===== src/design/mpu_defs.svh =====
`ifndef MPU_DEFS_SVH
`define MPU_DEFS_SVH

////////////////////
// Commit table sizing

// Rows in the in-order commit table
`define NUM_ENTRY 8

// Issue numbers wrap at 32, a multiple of the table depth
`define ISSUE_NO_WIDTH 5

////////////////////
// Execution lanes

`define NUM_LANES 4

// Latency range 1 to 15, zero is illegal
`define LAT_WIDTH 4

`endif


===== src/design/mpuPkg.sv =====
`default_nettype none
`include "mpu_defs.svh"

package mpuPkg;

	// Sequential tag given at dispatch
	typedef logic [`ISSUE_NO_WIDTH-1:0] issueNoT;

	// Dispatch to lanes
	typedef struct packed {
		issueNoT                issueNo;  // Tag of the accepted instruction
		logic [`LAT_WIDTH-1:0]  latency;  // Cycles until the lane is done
	} issueReqT;

	// One row of the commit table
	typedef struct packed {
		logic     valid;    // Row holds an outstanding issue
		logic     commit;   // Lane has reported completion
		issueNoT  issueNo;
	} tabEntryT;

	// Lanes to commit table, one per cycle
	typedef struct packed {
		logic     valid;
		issueNoT  issueNo;
	} completionT;

endpackage

`default_nettype wire


===== src/design/ringBuffCtrl.sv =====
`timescale 1ns/1ps
`default_nettype none

module ringBuffCtrl #(
	parameter int numEntry = 8,                // Power of two
	localparam int addrWidth = $clog2(numEntry)
) (
	input  wire logic                  clock,
	input  wire logic                  reset,
	input  wire logic                  we,      // Push one entry
	input  wire logic                  re,      // Pop the head entry
	output logic [addrWidth-1:0]       wAddr,
	output logic [addrWidth-1:0]       rAddr,
	output logic                       full,
	output logic                       empty,
	output logic [addrWidth:0]         count    // Occupancy, 0 to numEntry
);

	// Pointers carry one extra wrap bit
	logic [addrWidth:0] wPtr;
	logic [addrWidth:0] rPtr;

	always_ff @(posedge clock) begin
		if (reset) begin
			wPtr <= '0;
			rPtr <= '0;
		end else begin
			if (we) begin
				wPtr <= wPtr + 1'b1;
			end
			if (re) begin
				rPtr <= rPtr + 1'b1;
			end
		end
	end

	assign wAddr = wPtr[addrWidth-1:0];
	assign rAddr = rPtr[addrWidth-1:0];

	// Same index, different lap
	assign full  = (wPtr[addrWidth] != rPtr[addrWidth]) &&
	               (wPtr[addrWidth-1:0] == rPtr[addrWidth-1:0]);
	assign empty = (wPtr == rPtr);
	assign count = wPtr - rPtr;   // Wraps correctly thanks to extra bit

	////////////////////
	// Checks

	// Caller must hold back on full
	noWriteWhenFull : assert property (@(posedge clock) disable iff (reset)
		we |-> !full);

	// Pop only what exists
	noReadWhenEmpty : assert property (@(posedge clock) disable iff (reset)
		re |-> !empty);

endmodule

`default_nettype wire


===== src/design/commitTable.sv =====
`timescale 1ns/1ps
`default_nettype none
`include "mpu_defs.svh"

module commitTable
	import mpuPkg::*;
(
	input  wire logic        clock,
	input  wire logic        reset,
	input  wire logic        issue,        // New row at the tail
	input  wire issueNoT     issueNo,
	input  wire completionT  completion,   // Mark a row as finished
	output logic             commitValid,  // Registered retire strobe
	output issueNoT          commitNo,
	output logic             full,
	output logic             empty
);

	localparam int idxWidth = $clog2(`NUM_ENTRY);

	tabEntryT               rows [`NUM_ENTRY];
	logic [idxWidth-1:0]    wAddr;
	logic [idxWidth-1:0]    rAddr;
	logic [idxWidth:0]      count;
	logic [idxWidth-1:0]    markIdx;
	logic                   retire;
	logic [`NUM_ENTRY-1:0]  validVec;

	// Tags are handed out in order, so low bits pick the row
	assign markIdx = completion.issueNo[idxWidth-1:0];

	// Head row ready to leave
	assign retire = rows[rAddr].valid && rows[rAddr].commit;

	////////////////////
	// Row updates

	always_ff @(posedge clock) begin
		if (reset) begin
			for (int i = 0; i < `NUM_ENTRY; i++) begin
				rows[i].valid  <= 1'b0;
				rows[i].commit <= 1'b0;
			end
		end else begin
			if (completion.valid) begin
				rows[markIdx].commit <= 1'b1;
			end
			if (retire) begin   // Free the head
				rows[rAddr].valid  <= 1'b0;
				rows[rAddr].commit <= 1'b0;
			end
			if (issue) begin    // Tail never aliases head, stall covers full
				rows[wAddr].valid   <= 1'b1;
				rows[wAddr].commit  <= 1'b0;
				rows[wAddr].issueNo <= issueNo;
			end
		end
	end

	// Retire output stage
	always_ff @(posedge clock) begin
		if (reset) begin
			commitValid <= 1'b0;
		end else begin
			commitValid <= retire;
		end
	end

	always_ff @(posedge clock) begin
		if (retire) begin
			commitNo <= rows[rAddr].issueNo;
		end
	end

	ringBuffCtrl #(
		.numEntry (`NUM_ENTRY)
	) tabPtr (
		.clock (clock),
		.reset (reset),
		.we    (issue),
		.re    (retire),
		.wAddr (wAddr),
		.rAddr (rAddr),
		.full  (full),
		.empty (empty),
		.count (count)
	);

	always_comb begin
		for (int i = 0; i < `NUM_ENTRY; i++) begin
			validVec[i] = rows[i].valid;
		end
	end

	////////////////////
	// Checks

	// A lane may only finish an outstanding, unfinished tag
	completionHitsRow : assert property (@(posedge clock) disable iff (reset)
		completion.valid |-> rows[markIdx].valid && !rows[markIdx].commit &&
		                     (rows[markIdx].issueNo == completion.issueNo));

	// Pointer occupancy and row valid bits agree
	occupancyMatches : assert property (@(posedge clock) disable iff (reset)
		$countones(validVec) == count);

endmodule

`default_nettype wire


===== src/design/execLanes.sv =====
`timescale 1ns/1ps
`default_nettype none
`include "mpu_defs.svh"

module execLanes
	import mpuPkg::*;
(
	input  wire logic                   clock,
	input  wire logic                   reset,
	input  wire logic                   issue,
	input  wire logic [`NUM_LANES-1:0]  laneSel,    // One-hot target lane
	input  wire issueReqT               issueReq,
	output logic [`NUM_LANES-1:0]       laneBusy,   // Counting or waiting for grant
	output completionT                  completion
);

	logic [`NUM_LANES-1:0]  busy;
	logic [`NUM_LANES-1:0]  done;
	logic [`NUM_LANES-1:0]  grant;
	logic [`LAT_WIDTH-1:0]  laneCnt [`NUM_LANES];
	issueNoT                laneNo  [`NUM_LANES];
	issueNoT                winNo;

	////////////////////
	// Lane timers

	always_ff @(posedge clock) begin
		if (reset) begin
			busy <= '0;
			for (int i = 0; i < `NUM_LANES; i++) begin
				laneCnt[i] <= '0;
			end
		end else begin
			for (int i = 0; i < `NUM_LANES; i++) begin
				if (issue && laneSel[i]) begin
					busy[i]    <= 1'b1;
					laneCnt[i] <= issueReq.latency - 1'b1;   // Load edge is the first of L
				end else if (grant[i]) begin
					busy[i] <= 1'b0;                         // Completion sent, lane free
				end else if (busy[i] && (laneCnt[i] != '0)) begin
					laneCnt[i] <= laneCnt[i] - 1'b1;
				end
			end
		end
	end

	// Tag held alongside the timer
	always_ff @(posedge clock) begin
		for (int i = 0; i < `NUM_LANES; i++) begin
			if (issue && laneSel[i]) begin
				laneNo[i] <= issueReq.issueNo;
			end
		end
	end

	always_comb begin
		for (int i = 0; i < `NUM_LANES; i++) begin
			done[i] = busy[i] && (laneCnt[i] == '0);   // Holds until granted
		end
	end

	////////////////////
	// Completion arbiter

	// Lowest done lane wins
	assign grant = done & (~done + 1'b1);

	always_comb begin
		winNo = '0;
		for (int i = 0; i < `NUM_LANES; i++) begin
			if (grant[i]) begin
				winNo = winNo | laneNo[i];
			end
		end
	end

	assign completion = '{valid: |grant, issueNo: winNo};
	assign laneBusy   = busy;

	// Dispatch must pick an idle lane
	noLoadBusyLane : assert property (@(posedge clock) disable iff (reset)
		issue |-> ((laneSel & busy) == '0));

	// Zero would underflow the timer
	noZeroLatency : assert property (@(posedge clock) disable iff (reset)
		issue |-> (issueReq.latency != '0));

endmodule

`default_nettype wire


===== src/design/dispatchCtrl.sv =====
`timescale 1ns/1ps
`default_nettype none
`include "mpu_defs.svh"

module dispatchCtrl
	import mpuPkg::*;
(
	input  wire logic                   clock,
	input  wire logic                   reset,
	input  wire logic                   issueValid,    // Host strobe
	input  wire logic [`LAT_WIDTH-1:0]  issueLatency,
	input  wire logic                   drain,         // Level from host
	input  wire logic                   full,          // Commit table full
	input  wire logic                   empty,         // Commit table empty
	input  wire logic [`NUM_LANES-1:0]  laneBusy,
	output logic                        stall,
	output logic                        issue,         // Accepted strobe
	output issueReqT                    issueReq,
	output logic [`NUM_LANES-1:0]       laneSel,       // One-hot lowest free lane
	output issueNoT                     issueNo,       // Tag for the next accept
	output logic                        drained        // One-cycle pulse
);

	typedef enum logic [1:0] {
		sRun,
		sDrain,
		sDone
	} stateT;

	stateT                  state;
	stateT                  nextState;
	logic                   idle;
	logic [`NUM_LANES-1:0]  freeLanes;

	// Nothing outstanding anywhere
	assign idle = empty && !(|laneBusy);

	////////////////////
	// Run and drain FSM

	always_comb begin
		nextState = state;
		case (state)
			sRun: begin
				if (drain) begin
					nextState = idle ? sDone : sDrain;
				end
			end
			sDrain: begin
				if (idle) begin
					nextState = sDone;
				end
			end
			sDone: begin
				if (!drain) begin
					nextState = sRun;    // Release by host
				end
			end
			default: nextState = sRun;
		endcase
	end

	always_ff @(posedge clock) begin
		if (reset) begin
			state   <= sRun;
			drained <= 1'b0;
		end else begin
			state   <= nextState;
			drained <= (nextState == sDone) && (state != sDone);   // Entry pulse only
		end
	end

	// Drain request blocks issue from its first cycle
	assign stall = drain || (state != sRun) || full || (&laneBusy);
	assign issue = issueValid && !stall;

	////////////////////
	// Tag counter and lane pick

	always_ff @(posedge clock) begin
		if (reset) begin
			issueNo <= '0;
		end else if (issue) begin
			issueNo <= issueNo + 1'b1;   // Wraps at 32
		end
	end

	assign freeLanes = ~laneBusy;
	assign laneSel   = freeLanes & (~freeLanes + 1'b1);
	assign issueReq  = '{issueNo: issueNo, latency: issueLatency};

	// Host strobes only while stall is low
	noStrobeOnStall : assert property (@(posedge clock) disable iff (reset)
		issueValid |-> !stall);

endmodule

`default_nettype wire


===== src/design/mpuCommit.sv =====
`timescale 1ns/1ps
`default_nettype none
`include "mpu_defs.svh"

module mpuCommit
	import mpuPkg::*;
(
	input  wire logic                   clock,
	input  wire logic                   reset,
	input  wire logic                   issueValid,
	input  wire logic [`LAT_WIDTH-1:0]  issueLatency,
	input  wire logic                   drain,
	output logic                        stall,
	output issueNoT                     issueNo,
	output logic                        commitValid,
	output issueNoT                     commitNo,
	output logic                        full,
	output logic                        drained
);

	logic                   issue;
	issueReqT               issueReq;
	logic [`NUM_LANES-1:0]  laneSel;
	logic [`NUM_LANES-1:0]  laneBusy;
	completionT             completion;
	logic                   empty;

	dispatchCtrl dispatch0 (
		.clock        (clock),
		.reset        (reset),
		.issueValid   (issueValid),
		.issueLatency (issueLatency),
		.drain        (drain),
		.full         (full),
		.empty        (empty),
		.laneBusy     (laneBusy),
		.stall        (stall),
		.issue        (issue),
		.issueReq     (issueReq),
		.laneSel      (laneSel),
		.issueNo      (issueNo),
		.drained      (drained)
	);

	// Out-of-order finish
	execLanes lanes0 (
		.clock      (clock),
		.reset      (reset),
		.issue      (issue),
		.laneSel    (laneSel),
		.issueReq   (issueReq),
		.laneBusy   (laneBusy),
		.completion (completion)
	);

	// In-order retire
	commitTable table0 (
		.clock       (clock),
		.reset       (reset),
		.issue       (issue),
		.issueNo     (issueNo),
		.completion  (completion),
		.commitValid (commitValid),
		.commitNo    (commitNo),
		.full        (full),
		.empty       (empty)
	);

endmodule

`default_nettype wire


===== config.mk =====
export PLATFORM = sky130hd
export DESIGN_NAME = mpuCommit
export DESIGN_NICKNAME = d
export VERILOG_FILES = /design/src/design/mpuPkg.sv /design/src/design/ringBuffCtrl.sv /design/src/design/commitTable.sv /design/src/design/execLanes.sv /design/src/design/dispatchCtrl.sv /design/src/design/mpuCommit.sv
export VERILOG_INCLUDE_DIRS = /design/src /design/src/design
export SDC_FILE = /design/constraint.sdc
export NUM_CORES = 1
export LEC_CHECK = 0
export BUFFER_PORTS_ARGS = -buffer_cell sky130_fd_sc_hd__buf_2
export CAP_MARGIN = 20
export CELL_PAD_IN_SITES_DETAIL_PLACEMENT = 2
export CELL_PAD_IN_SITES_GLOBAL_PLACEMENT = 2
export CORE_MARGIN = 1.5
export CORE_UTILIZATION = 46
export CTS_BUF_LIST = sky130_fd_sc_hd__clkbuf_4 sky130_fd_sc_hd__clkbuf_8 sky130_fd_sc_hd__clkbuf_16
export CTS_CLUSTER_SIZE = 8
export DETAILED_ROUTE_END_ITERATION = 12
export GPL_TIMING_DRIVEN = 0
export HOLD_SLACK_MARGIN = 0.08
export PLACE_DENSITY = 0.9
export SYNTH_ARGS = -nofsm -noshare
export SYNTH_HDL_FRONTEND = slang
export SYNTH_SLANG_ARGS = --single-unit

===== constraint.sdc =====
create_clock -name clock -period 3.9 [get_ports clock]
set_clock_uncertainty 0.2 [all_clocks]
set_input_delay 0.585 -clock clock [delete_from_list [all_inputs] [get_ports clock]]
set_output_delay 0.585 -clock clock [all_outputs]
set_load 0.02 [all_outputs]

==> results.py <==
metrics = {
    "drt": {
        "first_pass_iters": 5,
        "drt_iter0_markers": 315,
        "drc": 0,
        "met2_length_mm": 9.84,
        "routed-wl-met3_mm": 1.14,
        "top_layer_used": "met4",
        "m1WireLength_mm": 7.02,
        "vias_per_cell": 6.36,
        "wl_per_cell_microns": 30.7,
        "ant_nets": 0,
        "vias": 3881,
        "routed_wirelength_mm": 18.7,
    },
    "setup_path": {
        "crit_path_start_kind": "flop",
        "required_ps": 3870,
        "ff2ff_setup_slack_ps": 880,
        "crit_type": "reg -> reg",
        "crit_fanout": 10,
        "worstPathArrival_ps": 2980,
        "critPathCaptureType": "flop",
    },
    "run": {
        "max_cap_viol_count": 0,
    },
    "synthesis": {
        "seq_area_frac_synth_pct": 58.8,
        "synthArstFlopShare_pct": 0,
        "synthDistinctLibCells": 56,
        "synthesis.instances": 416,
        "synth_nets": 436,
        "postSynthRegisterBits": 113,
        "ys_warn_count": 0,
        "synthFlopType": "edfxtp_1",
        "avgSynthCellArea_sq_um": 12.2,
        "synth_edf_count": 73,
        "syn_area_sq_um": 5090,
    },
    "die": {
        "ios": 22,
        "die_area_sq_um": 11700,
        "core-area_sq_um": 10800,
        "rows": 38,
        "die_height_microns": 108,
        "dieWidth_microns": 108,
        "start_util_pct": 47.2,
    },
    "timing": {
        "tightest_slew_ps": 815,
        "fmaxAchievable_mhz": 331,
        "worst_slack_ps": 882,
        "tns_ps": 0,
        "fin_crit_ps": 3020,
        "relSlewSlack_pct": 45.5,
        "final_hold_viol_count": 0,
        "rsz0062_at_grt": "no",
        "fin_crit_sh_pct": 77.4,
        "holdWs_ps": 216,
        "setup_viol": 0,
        "slew_viol_final": 0,
    },
    "final_layout": {
        "nets": 477,
        "diodes": 0,
        "final_cells": 610,
        "areaGrowthSynthToFinish_pct": 16.9,
        "layout_commonest_cell": "edfxtp_1",
        "num-fill-cells": 981,
        "drive_gt1_share_pct": 20.0,
        "mostFrequentLayoutCells": "edfxtp_1, dfxtp_1, nor2_1",
    },
    "cts": {
        "worstSkewPairLatency_ps": 550,
        "postCtsSetupBuffers": 0,
        "cts_tree": "yes",
        "cts.clk_slew.worst_paths_ps": 60,
        "clock_path_buffers": 2,
        "root_buffer": "clkbuf_8",
        "post_cts_resized": 0,
        "numClockSinks": 113,
        "cts_hold_buf": 0,
        "h-tree-depth": 4,
        "cts_buffers": 17,
    },
    "place": {
        "pre_cts_slack_ps": 862,
        "dpl.cell_count": 577,
        "place_hpwl_mm": 11.1,
        "place.port_buffers": 21,
        "gp_congestion": 0.787,
    },
    "grt": {
        "grt_pass1_vias": 4309,
        "grt_use_total_pct": 34.5,
        "grt.overflow.total": 0,
        "grt_pass1_wl_mm": 28.0,
        "grt_max_degree": 17,
        "antenna_found_initial": 0,
    },
    "power_and_ir_drop": {
        "power.leakage_nw": 2.19,
        "intPower_mw": 2.35,
        "p_comb_share_pct": 5.8,
        "p_seq_share_pct": 43.4,
        "peakVddDrop_uv": 386,
        "p_per_area_nw_per_um2": 518,
        "pwr-share-clk_pct": 50.8,
        "power_switching_mw": 0.732,
        "p_sw_share_pct": 23.8,
    },
    "min_path": {
        "hold_class": "in -> reg",
    },
    "run_status": {
        "status": "complete, no violations",
    },
}
==> metrics by stage <==
| step | area, sq um | total power [mW] | utilization, % |
|---|---|---|---|
| after global placement | 5370 | 1.50 | 49.8 |
| after global routing | 5950 | 3.14 | 55.1 |
| final | 5950 | 3.08 | 55.1 |
| after detailed placement | 5370 | 1.52 | 49.8 |
| after CTS | 5950 | 3.08 | 55.1 |
| after floorplan | 5090 | 1.46 | - |
==> metal layers <==
| layer | vias up | track usage [%] |
|---|---|---|
| met5 | - | 0 |
| met4 | 0 | 18.1 |
| met3 | 61 | 7.41 |
| met2 | 213 | 61.3 |
| met1 | 1981 | 38.7 |
| li1 | 1626 | - |
==> power by group through the flow <==
stage	clock network, mW	registers [mW]	logic (mW)
after global routing	1.61	1.34	0.191
after global placement	0	1.35	0.151
final	1.56	1.34	0.180
after CTS	1.57	1.33	0.177
after detailed placement	0	1.35	0.165
after floorplan	0	1.35	0.109
==> logic make-up after synthesis <==
group | Yosys count | synth area share, %
adders and majority gates | 12 | 2.95
AOI/OAI and AO/OA | 68 | 9.12
and+or+nand+nor | 145 | 15.7
xor gates and xnor gates | 23 | 3.96
muxes | 18 | 6.37
buffers and inverters | 37 | 3.07
DFF | 113 | 58.8
==> final cells by class <==
cell class,instances,area [sq um],share of cell area (%)
sequential,113,2990,50.3
tap,140,175,2.94
clock inverter,7,82.6,1.39
multi-input combinational,266,1940,32.6
timing repair buffer,22,110,1.85
clock buffer,25,493,8.28
inverter,21,78.8,1.32
buffer,16,77.6,1.30
==> cells in the mapped netlist (8+ instances only) <==
library cell / number / area (sq um)
edfxtp_1: 73 / 2190
dfxtp_1: 40 / 801
nor2_1: 38 / 143
nand2_1: 37 / 139
inv_1: 21 / 78.8
a21oi_1: 18 / 90.1
nand3_1: 18 / 90.1
ha_1: 12 / 150
o21ai_0: 12 / 60.1
xor2_1: 12 / 105
mux4_2: 11 / 248
nor3_1: 11 / 55.1
xnor2_1: 11 / 96.3
a211oi_1: 10 / 75.1
buf_2: 8 / 40.0
==> path summary, 6_finish.rpt <==
| path | startpoint | endpoint | cells past startpoint |
|---|---|---|---|
| setup reg to reg | table0.tabPtr.rPtr[1] | table0.rows[5][4] | 6 |
| hold reg to reg | dispatch0.state[0] | dispatch0.state[1] | 1 |
| hold / removal | issueLatency[0] | lanes0.laneCnt[3][0] | 2 |
| setup / recovery | table0.tabPtr.rPtr[1] | table0.rows[5][4] | 6 |
==> state kept, by name, indices dropped and copies added, names as in the netlist, named ones only <==
register            count
dispatch0.drained       1
table0.commitNo         5
table0.tabPtr.rPtr      4
table0.tabPtr.wPtr      4
lanes0.laneBusy         4
lanes0.laneNo          12
dispatch0.issueNo       5
table0.commitValid      1
dispatch0.state         2
table0.rows            56
lanes0.laneCnt         16
==> worst max-delay path, cell delays in order, from the launching register on <==
cell	delay, ps
dfxtp_1	360
buf_2	280
xor2_1	320
nor4_4	130
nor2_2	350
nand2_1	300
nor2_1	710
Note: power is estimated with default switching activity, not from simulation.
